--- src/source/jy_pkg.sv ---
// JY mapper shared types, CPU register addresses and mode encodings
package jy_pkg;

	typedef logic [15:0] addr_cpu_t; // CPU address bus
	typedef logic [7:0]  byte_t;
	typedef logic [7:0]  prg_bank_t; // 8 KB PRG bank number
	typedef logic [15:0] chr_bank_t; // CHR bank, low and high byte

	// Arithmetic unit and DIP window
	localparam addr_cpu_t REG_MUL_A    = 16'h5800; // Multiplicand, product low on read
	localparam addr_cpu_t REG_MUL_B    = 16'h5801; // Multiplier, product high on read
	localparam addr_cpu_t REG_ACC_ADD  = 16'h5802; // Accumulate
	localparam addr_cpu_t REG_ACC_TEST = 16'h5803; // Clear accumulator, test byte
	localparam addr_cpu_t REG_DIP0     = 16'h5000;
	localparam addr_cpu_t REG_DIP1     = 16'h5400;

	// IRQ registers $C000-$C006, indexed by A2-A0
	typedef enum logic [2:0] {
		IRQ_CTRL     = 3'd0,
		IRQ_MODE     = 3'd1,
		IRQ_DISABLE  = 3'd2,
		IRQ_ENABLE   = 3'd3,
		IRQ_PRESCALE = 3'd4,
		IRQ_COUNT    = 3'd5,
		IRQ_XOR      = 3'd6
	} irq_reg_e;

	typedef enum logic [1:0] {
		SRC_M2        = 2'd0, // Every CPU cycle
		SRC_A12_RISE  = 2'd1, // PPU A12 low to high
		SRC_PPU_READ  = 2'd2,
		SRC_CPU_WRITE = 2'd3
	} irq_src_e;

	// bank_mode[1:0]
	typedef enum logic [1:0] {
		PRG_32K    = 2'd0,
		PRG_16K    = 2'd1,
		PRG_8K     = 2'd2,
		PRG_8K_REV = 2'd3 // 8 KB with bit-reversed bank numbers
	} prg_mode_e;

	// bank_mode[4:3]
	typedef enum logic [1:0] {
		CHR_8K = 2'd0,
		CHR_4K = 2'd1,
		CHR_2K = 2'd2,
		CHR_1K = 2'd3
	} chr_mode_e;

endpackage

--- src/source/jy_bank_if.sv ---
// Banking configuration bus between the JY register block and the address mapper
`timescale 1ns/1ps

interface jy_bank_if import jy_pkg::*; ();

	byte_t           bank_mode;  // PRG/CHR modes, fixed last bank, RAM select
	prg_bank_t [3:0] prg_bank;
	chr_bank_t [7:0] chr_bank;
	byte_t           outer_bank; // Upper PRG and CHR address bits
	logic [3:0]      mirroring;
	byte_t           ppu_conf;   // Bit 6 opens CHR-RAM writes

	modport regs (output bank_mode, prg_bank, chr_bank, outer_bank, mirroring, ppu_conf);

	modport map (input bank_mode, prg_bank, chr_bank, outer_bank, mirroring, ppu_conf);

endinterface

--- src/source/jy_addr_map.sv ---
// JY mapper PRG and CHR bank translation with nametable mirroring
`timescale 1ns/1ps

module jy_addr_map import jy_pkg::*; #(
	parameter bit RAM_SUPPORT = 1'b1,
	parameter bit CHR_RAM     = 1'b0
) (
	input  addr_cpu_t   prg_ain,
	input  logic        prg_write,
	input  logic [13:0] chr_ain,
	input  logic        chr_read,
	jy_bank_if.map      bank,
	output logic [21:0] prg_aout,
	output logic        prg_allow,
	output logic [21:0] chr_aout,
	output logic        chr_allow,
	output logic        vram_a10,
	output logic        vram_ce
);

	prg_mode_e  prg_mode;
	chr_mode_e  chr_mode;
	logic       prg_6xxx;
	logic       prg_ram;
	logic [1:0] prg_slot;
	logic [6:0] bank_val;
	logic [5:0] bank_order;
	logic [5:0] prg_page;
	logic [2:0] chr_slot;
	logic [8:0] chr_val;
	logic [8:0] chr_sel;

	assign prg_mode = prg_mode_e'(bank.bank_mode[1:0]);
	assign chr_mode = chr_mode_e'(bank.bank_mode[4:3]);
	assign prg_6xxx = prg_ain[15:13] == 3'b011;
	assign prg_ram  = prg_6xxx & ~bank.bank_mode[7];

	// $6000 ROM window has A14-13 set and so lands on register 3
	always_comb begin
		if (prg_mode == PRG_32K)
			prg_slot = 2'd3;
		else if (prg_mode == PRG_16K)
			prg_slot = {prg_ain[14], 1'b1};
		else
			prg_slot = prg_ain[14:13];
	end

	assign bank_val = (!bank.bank_mode[2] && prg_slot == 2'd3) ? 7'h7F :
	                  bank.prg_bank[prg_slot][6:0];
	// Reversed 7-bit number, top bit never reaches the page
	assign bank_order = (prg_mode == PRG_8K_REV) ?
	                    {bank_val[1], bank_val[2], bank_val[3], bank_val[4], bank_val[5],
	                     bank_val[6]} : bank_val[5:0];

	always_comb begin
		case (prg_mode)
			PRG_32K: prg_page = {bank_order[3:0], prg_ain[14:13]};
			PRG_16K: prg_page = {bank_order[4:0], prg_ain[13]};
			default: prg_page = bank_order;
		endcase
	end

	assign prg_aout  = (prg_ram && RAM_SUPPORT) ? {9'h01E, prg_ain[12:0]} : // $3C000 base
	                   {1'b0, bank.outer_bank[2:1], prg_page, prg_ain[12:0]};
	assign prg_allow = (prg_ain >= 16'h6000) && (prg_ram ? RAM_SUPPORT : !prg_write);

	always_comb begin
		case (chr_mode)
			CHR_8K: chr_slot = 3'd0;
			CHR_4K: chr_slot = {chr_ain[12], 2'b00};
			CHR_2K: chr_slot = {chr_ain[12:11], 1'b0};
			default: chr_slot = chr_ain[12:10];
		endcase
	end

	assign chr_val = bank.chr_bank[chr_slot][8:0];

	always_comb begin
		case (chr_mode)
			CHR_8K: chr_sel = {chr_val[5:0], chr_ain[12:10]};
			CHR_4K: chr_sel = {chr_val[6:0], chr_ain[11:10]};
			CHR_2K: chr_sel = {chr_val[7:0], chr_ain[10]};
			default: chr_sel = chr_val;
		endcase
	end

	assign chr_aout = {2'b10, bank.outer_bank[3],
	                   bank.outer_bank[5] ? chr_sel[8] : bank.outer_bank[0],
	                   chr_sel[7:0], chr_ain[9:0]};

	// Write window for CHR-RAM, reads never need it
	assign chr_allow = CHR_RAM & bank.ppu_conf[6] & ~chr_read;

	always_comb begin
		case (bank.mirroring[1:0])
			2'd0: vram_a10 = chr_ain[10]; // Vertical
			2'd1: vram_a10 = chr_ain[11]; // Horizontal
			2'd2: vram_a10 = 1'b0;
			default: vram_a10 = 1'b1;
		endcase
	end

	assign vram_ce = chr_ain[13];

endmodule

--- src/source/jy_cpu_regs.sv ---
// JY mapper CPU register file with write decoding and read-back multiplexer
`timescale 1ns/1ps

module jy_cpu_regs import jy_pkg::*; #(
	parameter logic [1:0] DIP = 2'b00
) (
	input  logic         clk,
	input  logic         arst_n,
	input  logic         enable,
	input  logic         ce,
	input  addr_cpu_t    prg_ain,
	input  logic         prg_write,
	input  byte_t        prg_din,
	jy_bank_if.regs      bank,
	output logic         mul_start,
	output byte_t        mul_a,
	output byte_t        mul_b,
	input  logic [15:0]  product,
	output logic         irq_wr,
	output irq_reg_e     irq_sel,
	output byte_t        irq_wdata,
	output byte_t        prg_dout,
	output logic         prg_dout_valid
);

	byte_t acc;
	byte_t acc_test;
	logic  cpu_wr;

	assign cpu_wr = enable & ce & prg_write; // M2-qualified CPU write

	// IRQ block sees the write on the same clock
	assign irq_wr    = cpu_wr && (prg_ain[15:3] == 13'h1800) && (prg_ain[2:0] != 3'b111);
	assign irq_sel   = irq_reg_e'(prg_ain[2:0]);
	assign irq_wdata = prg_din;

	always_ff @(posedge clk or negedge arst_n) begin
		if (!arst_n) begin
			bank.bank_mode  <= '0;
			bank.prg_bank   <= '0;
			bank.chr_bank   <= '0;
			bank.outer_bank <= '0;
			bank.mirroring  <= '0;
			bank.ppu_conf   <= '0;
			mul_start       <= 1'b0;
			mul_a           <= '0;
			mul_b           <= '0;
			acc             <= '0;
			acc_test        <= '0;
		end else begin
			mul_start <= 1'b0;
			if (!enable) begin
				bank.bank_mode[2] <= 1'b0; // Force last PRG bank to $FF
			end else if (cpu_wr) begin
				casez (prg_ain)
					REG_MUL_A: begin
						mul_a     <= prg_din;
						mul_start <= 1'b1;
					end
					REG_MUL_B: begin
						mul_b     <= prg_din;
						mul_start <= 1'b1;
					end
					REG_ACC_ADD: acc <= acc + prg_din; // Wraps at 256
					REG_ACC_TEST: begin
						acc      <= '0;
						acc_test <= prg_din;
					end
					16'b1000_0000_0000_00??: bank.prg_bank[prg_ain[1:0]] <= prg_din;
					16'b1001_0000_0000_0???: bank.chr_bank[prg_ain[2:0]][7:0] <= prg_din;
					16'b1010_0000_0000_0???: bank.chr_bank[prg_ain[2:0]][15:8] <= prg_din;
					16'b1101_0000_0000_00??: begin
						case (prg_ain[1:0])
							2'd0: bank.bank_mode  <= prg_din;
							2'd1: bank.mirroring  <= prg_din[3:0];
							2'd2: bank.ppu_conf   <= prg_din;
							default: bank.outer_bank <= prg_din;
						endcase
					end
					default: ; // IRQ writes go out on irq_wr
				endcase
			end
		end
	end

	// Read-back, open bus elsewhere
	always_comb begin
		prg_dout       = 8'hFF;
		prg_dout_valid = 1'b1;
		case (prg_ain)
			REG_DIP0, REG_DIP1: prg_dout = {DIP, 6'b00_0000};
			REG_MUL_A:          prg_dout = product[7:0];
			REG_MUL_B:          prg_dout = product[15:8];
			REG_ACC_ADD:        prg_dout = acc;
			REG_ACC_TEST:       prg_dout = acc_test;
			default:            prg_dout_valid = 1'b0;
		endcase
	end

endmodule

--- src/source/jy_irq_counter.sv ---
// JY mapper IRQ prescaler and counter with selectable clock source
`timescale 1ns/1ps

module jy_irq_counter import jy_pkg::*; (
	input  logic        clk,
	input  logic        arst_n,
	input  logic        ce,
	input  logic        prg_write,
	input  logic [13:0] chr_ain,
	input  logic        chr_read,
	input  logic        wr,
	input  irq_reg_e    sel,
	input  byte_t       wdata,
	output logic        irq
);

	byte_t    mode;
	byte_t    xor_mask;
	byte_t    prescaler;
	byte_t    count;
	logic     enabled;
	logic     pending;
	logic     a12_prev;
	irq_src_e src;
	logic     src_evt;
	logic     count_up;
	logic     step;
	logic     pre_wrap;
	logic     cnt_wrap;

	assign src      = irq_src_e'(mode[1:0]);
	assign count_up = mode[6];
	assign step     = src_evt & enabled & (mode[7] ^ mode[6]); // Halted when 7 and 6 match

	always_comb begin
		case (src)
			SRC_M2:        src_evt = ce;
			SRC_A12_RISE:  src_evt = chr_ain[12] & ~a12_prev;
			SRC_PPU_READ:  src_evt = chr_read;
			SRC_CPU_WRITE: src_evt = ce & prg_write;
			default:       src_evt = 1'b0;
		endcase
	end

	// Terminal values, 3-bit or 8-bit prescaler
	assign pre_wrap = mode[2] ? (prescaler[2:0] == (count_up ? 3'h7 : 3'h0)) :
	                            (prescaler == (count_up ? 8'hFF : 8'h00));
	assign cnt_wrap = count == (count_up ? 8'hFF : 8'h00);

	always_ff @(posedge clk or negedge arst_n) begin
		if (!arst_n) begin
			mode      <= '0;
			xor_mask  <= '0;
			prescaler <= '0;
			count     <= '0;
			enabled   <= 1'b0;
			pending   <= 1'b0;
			a12_prev  <= 1'b0;
		end else begin
			a12_prev <= chr_ain[12];
			if (step) begin
				prescaler <= count_up ? prescaler + 8'd1 : prescaler - 8'd1;
				if (pre_wrap) begin
					count <= count_up ? count + 8'd1 : count - 8'd1;
					if (cnt_wrap)
						pending <= 1'b1;
				end
			end
			// CPU writes take priority over counting
			if (wr) begin
				case (sel)
					IRQ_CTRL: begin
						enabled <= wdata[0];
						if (!wdata[0]) begin
							pending   <= 1'b0;
							prescaler <= '0;
						end
					end
					IRQ_MODE:     mode <= wdata;
					IRQ_DISABLE: begin
						enabled   <= 1'b0;
						pending   <= 1'b0; // Acknowledge
						prescaler <= '0;
					end
					IRQ_ENABLE:   enabled <= 1'b1;
					IRQ_PRESCALE: prescaler <= wdata ^ xor_mask;
					IRQ_COUNT:    count <= wdata ^ xor_mask;
					IRQ_XOR:      xor_mask <= wdata;
					default: ;
				endcase
			end
		end
	end

	assign irq = pending & enabled;

endmodule

--- src/source/jy_mapper_top.sv ---
// JY mapper core top level joining registers, multiplier, IRQ and address mapping
`timescale 1ns/1ps

module jy_mapper_top import jy_pkg::*; #(
	parameter bit         RAM_SUPPORT = 1'b1,
	parameter bit         CHR_RAM     = 1'b0,
	parameter logic [1:0] DIP         = 2'b00
) (
	input  logic        clk,
	input  logic        arst_n,
	input  logic        enable,
	input  logic        ce,          // M2 pulse
	input  addr_cpu_t   prg_ain,
	input  logic        prg_write,
	input  byte_t       prg_din,
	output byte_t       prg_dout,
	output logic        prg_dout_valid,
	output logic [21:0] prg_aout,
	output logic        prg_allow,
	input  logic [13:0] chr_ain,
	input  logic        chr_read,
	output logic [21:0] chr_aout,
	output logic        chr_allow,
	output logic        vram_a10,
	output logic        vram_ce,
	output logic        irq
);

	logic        mul_start;
	byte_t       mul_a;
	byte_t       mul_b;
	logic [15:0] product;
	logic        irq_wr;
	irq_reg_e    irq_sel;
	byte_t       irq_wdata;

	jy_bank_if bank_bus ();

	jy_cpu_regs #(
		.DIP(DIP)
	) i_regs (
		.clk(clk),
		.arst_n(arst_n),
		.enable(enable),
		.ce(ce),
		.prg_ain(prg_ain),
		.prg_write(prg_write),
		.prg_din(prg_din),
		.bank(bank_bus.regs),
		.mul_start(mul_start),
		.mul_a(mul_a),
		.mul_b(mul_b),
		.product(product),
		.irq_wr(irq_wr),
		.irq_sel(irq_sel),
		.irq_wdata(irq_wdata),
		.prg_dout(prg_dout),
		.prg_dout_valid(prg_dout_valid)
	);

	jy_multiplier i_mul (
		.clk(clk),
		.arst_n(arst_n),
		.start(mul_start),
		.a(mul_a),
		.b(mul_b),
		.product(product)
	);

	jy_irq_counter i_irq (
		.clk(clk),
		.arst_n(arst_n),
		.ce(ce),
		.prg_write(prg_write),
		.chr_ain(chr_ain),
		.chr_read(chr_read),
		.wr(irq_wr),
		.sel(irq_sel),
		.wdata(irq_wdata),
		.irq(irq)
	);

	jy_addr_map #(
		.RAM_SUPPORT(RAM_SUPPORT),
		.CHR_RAM(CHR_RAM)
	) i_map (
		.prg_ain(prg_ain),
		.prg_write(prg_write),
		.chr_ain(chr_ain),
		.chr_read(chr_read),
		.bank(bank_bus.map),
		.prg_aout(prg_aout),
		.prg_allow(prg_allow),
		.chr_aout(chr_aout),
		.chr_allow(chr_allow),
		.vram_a10(vram_a10),
		.vram_ce(vram_ce)
	);

endmodule

--- src/source/jy_multiplier.sv ---
// Serial 8x8 shift-add multiplier, one bit of b per clock
`timescale 1ns/1ps

module jy_multiplier import jy_pkg::*; (
	input  logic        clk,
	input  logic        arst_n,
	input  logic        start,
	input  byte_t       a,
	input  byte_t       b,
	output logic [15:0] product
);

	logic [15:0] shift_a;  // Multiplicand aligned to the current bit
	logic [7:0]  bit_sel;  // One-hot pointer into b, zero when done

	always_ff @(posedge clk or negedge arst_n) begin
		if (!arst_n) begin
			shift_a <= '0;
			bit_sel <= '0;
			product <= '0;
		end else if (start) begin
			product <= {8'h00, b[0] ? a : 8'h00}; // Bit 0 partial product
			shift_a <= {7'b000_0000, a, 1'b0};
			bit_sel <= 8'b0000_0010;
		end else if (bit_sel != 8'h00) begin
			if ((bit_sel & b) != 8'h00)
				product <= product + shift_a;
			shift_a <= shift_a << 1;
			bit_sel <= bit_sel << 1; // Bit 7 shifts out and stops
		end
	end

endmodule

--- config.mk ---
export PLATFORM = sky130hd
export DESIGN_NAME = jy_mapper_top
export DESIGN_NICKNAME = d
export VERILOG_FILES = /design/src/source/jy_pkg.sv /design/src/source/jy_bank_if.sv /design/src/source/jy_addr_map.sv /design/src/source/jy_cpu_regs.sv /design/src/source/jy_irq_counter.sv /design/src/source/jy_mapper_top.sv /design/src/source/jy_multiplier.sv
export SDC_FILE = /design/constraint.sdc
export NUM_CORES = 1
export LEC_CHECK = 0
export BUFFER_PORTS_ARGS = -buffer_cell sky130_fd_sc_hd__buf_2
export CAP_MARGIN = 20
export CORE_ASPECT_RATIO = 1.5
export CORE_MARGIN = 2
export CORE_UTILIZATION = 60
export DETAILED_ROUTE_END_ITERATION = 12
export GPL_ROUTABILITY_DRIVEN = 0
export PLACE_DENSITY = 0.8
export SLEW_MARGIN = 20
export SYNTH_ARGS = -nofsm -noshare
export SYNTH_HDL_FRONTEND = slang
export SYNTH_SLANG_ARGS = --single-unit
export TNS_END_PERCENT = 10
--- constraint.sdc ---
create_clock -name clk -period 5.58 [get_ports clk]
set_input_delay 0 -clock clk [delete_from_list [all_inputs] [get_ports clk]]
set_output_delay 0 -clock clk [all_outputs]
set_load 0.01 [all_outputs]
==> reports/qor.txt <==
status: finished, final reports clean
clk buf depth: 3
Syn. warnings: 0
max_cap viols: 0
R2R Setup Slk: 2.57 ns
Site Rows: 63
post-synthesis register bit count: 216
chip width: 120 microns
Avg Cell Area, Syn: 10.8 sq um
Critical Path AT: 3.66 ns
P_leak: 6.27 nW
top_reg_cell synth: dfrtp_1
H-Tree Depth: 1
WS Path Type: reg2out
# clock sinks: 216
largest net degree at the start of global routing: 197
start point of the worst hold path: chr_ain[6]
first-pass GRT wire length: 47.2 mm
RR Startpoint: i_irq.mode[6]
IO buf count: 75
Final nets: 1229
Crit Path Max Fanout: 34
initial antenna violation count: 1
total track usage: 0.281
Final min period: 3.66 ns
post-route ant nets: 0
post-cts sizing count: 0
Worst EP required: 5.58 ns
Finished Core Util: 0.667
Area Growth Syn to Fin: 8.92%
WL/cell: 20.9 microns
fraction of registers with async set/reset: 1.00
non-filler cells, final: 1421
Worst Setup Start Kind: flop
worst skew pair latency: 0.51 ns
Detailed Route WL: 29.7 mm
number of buffers added for setup after CTS: 0
Final Max Slew Viols: 0
FF-to-FF path depth: 8
skew final: 0.0177 ns
Clk pin slew, worst setup/hold paths: 0.06 ns
VDD IR-drop max: 0.263 mV
dpl cell area: 12500 sq um
Die ar.: 21400 sq um
maximum clock rate: 0.274 GHz
Worst-Margin Slew: 1.05 ns
Post-synth EDFFs: 0
top cells by area, synth: dfrtp_1, mux2_2, ha_1
Post-synth top cells: dfrtp_1, mux2_2, nor2_1
worst hold endpoint: chr_aout[6]
drc violations: 0
CTS tree: built
fill count: 1587
cell area power density: 240 nW/um^2
Hold Slack: 0.00000444 ns
Netlist cell types: 72
GRT Residual Overflow: 0
sequential-to-total area share from yosys stat: 0.444
First DRT Iteration DRCs: 923
Core ar.: 19900 sq um
Setup TNS: 0 ns
Die Y: 178 microns
Reg-to-Reg End: i_irq.pending
Worst setup EP type: output port
Hold Path Depth: 0
most common cell in the netlist: dfrtp_1
Pre-Repair DR Iteration Count: 5
vias in the first global route: 8851
Final Instance Area: 13200 sq um
final setup violation count: 0
multi-input logic area: 6190 sq um
Post-DP HPWL: 19.9 mm
final worst path period share: 0.655
Post-CTS Hold Fix Bufs: 8
placed cell count: 1375
IO Pins: 102
slew margin rel.: 0.299
TritonCTS Buffers: 22
Final Hold Violating Endpoints: 0
Post-Syn Instances: 1124
layout cell share with drive strength beyond 1: 0.262
Root Driver: clkbuf_16
FF+latch area: 5410 sq um
initial core utilization: 0.612
share of the synthesized area in the top cell type: 0.444
post-synth top area cell: dfrtp_1
detailed-route via count: 8872
hold crit path type: in2out
Cell Area, Synth: 12200 sq um
vias per cell: 6.24
RSZ-0062 raised after global routing: no
-- cell type report --
type                       count  share of cell area
multi-input combinational    793               0.467
sequential                   216               0.408
clock buffer                  32              0.0474
timing repair buffer          88              0.0400
tap                          260              0.0246
inverter                      27             0.00765
clock inverter                 4             0.00472
antenna                        1            0.000189
-- how the worst max path moves through the flow --
stage / start / endpoint / slack [ns] / cells past startpoint
finish: i_regs.bank.bank_mode[3] / chr_aout[14] / 1.92 / 6
global route: i_regs.bank.bank_mode[3] / chr_aout[14] / 1.69 / 6
CTS: i_regs.bank.bank_mode[3] / chr_aout[14] / 1.94 / 6
detailed placement: i_regs.bank.bank_mode[3] / chr_aout[14] / 2.51 / 6
global placement: i_regs.bank.bank_mode[4] / chr_aout[13] / 2.54 / 6
floorplan: i_irq.mode[6] / i_irq.count[7] / 2.94 / 10
-- where the power goes --
part | internal, mW | switching (mW) | leakage [nW]
Clock | 0.828 | 0.615 | 0.338
Combinational | 0.0492 | 0.124 | 2.93
Sequential | 1.57 | 0.000179 | 3.00
Total | 2.44 | 0.740 | 6.27
-- kinds of logic (layout without fill, tap and decap cells) --
group,after synthesis,after routing,synth area share
AO/OA/AOI/OAI,221,221,0.116
XOR/XNOR,42,42,0.0302
adder cells (fa/ha/maj),37,37,0.0405
buffers and inverters,117,151,0.0470
flip-flops,216,216,0.444
multiplexers,206,206,0.199
other,2,5,0.000618
AND/OR/NAND/NOR,283,283,0.123
-- layer usage --
layer  GRT usage  share of wire  wire (microns)  vias to the layer above
li1            -              -               -                     4071
met5           0              0               0                        -
met4       0.108          0.034             996                        0
met3      0.0355          0.049            1450                       71
met2       0.496           0.52           15400                      292
met1       0.353           0.40           11800                     4438
-- placed cells by master, fill, tap and decap left out, types with 8 or more instances in the layout --
master	instances
a22oi_1	9
buf_2	75
nand4_1	10
nor3_1	16
o22ai_1	11
nand2b_1	13
inv_1	27
nor2_1	80
mux2i_1	40
a31oi_1	8
mux2_2	153
nand3_1	18
o21ai_0	59
nand2_1	64
a21oi_1	55
xnor2_1	32
dfrtp_1	216
mux4_2	13
nor2b_1	20
o211ai_1	10
a211oi_1	12
xor2_1	10
and2_1	8
and3_1	8
clkbuf_16	22
ha_1	33
-- critical path: stages, from the launching register on --
cell and delay, ns:
dfrtp_1 0.96, nand3_1 0.62, mux4_2 0.62, mux2i_1 0.28, mux2i_1 0.16, mux2_2 0.33
buf_2 0.14
-- flip-flops by register name, summed over array words and instances, names as in the netlist --
signal                  count
i_regs.mul_start            1
i_irq.enabled               1
i_irq.a12_prev              1
i_regs.acc                  8
i_irq.pending               1
i_mul.product              16
i_regs.bank.outer_bank      5
i_regs.mul_b                8
i_regs.bank.mirroring       2
i_mul.bit_sel               7
i_mul.shift_a              15
i_irq.prescaler             8
i_regs.bank.bank_mode       6
i_regs.bank.chr_bank       72
i_irq.xor_mask              8
i_regs.bank.prg_bank       28
i_regs.acc_test             8
i_regs.mul_a                8
i_irq.mode                  5
i_irq.count                 8
-- per-stage QoR --
| step | power [mW] | worst slack (ns) |
|---|---|---|
| floorplan | 1.69 | 2.94 |
| global placement | 1.76 | 2.54 |
| detailed placement | 1.76 | 2.51 |
| CTS | 3.20 | 1.94 |
| global route | 3.28 | 1.69 |
| finish | 3.18 | 1.92 |
No activity file was read; power rests on OpenSTA's default activity.
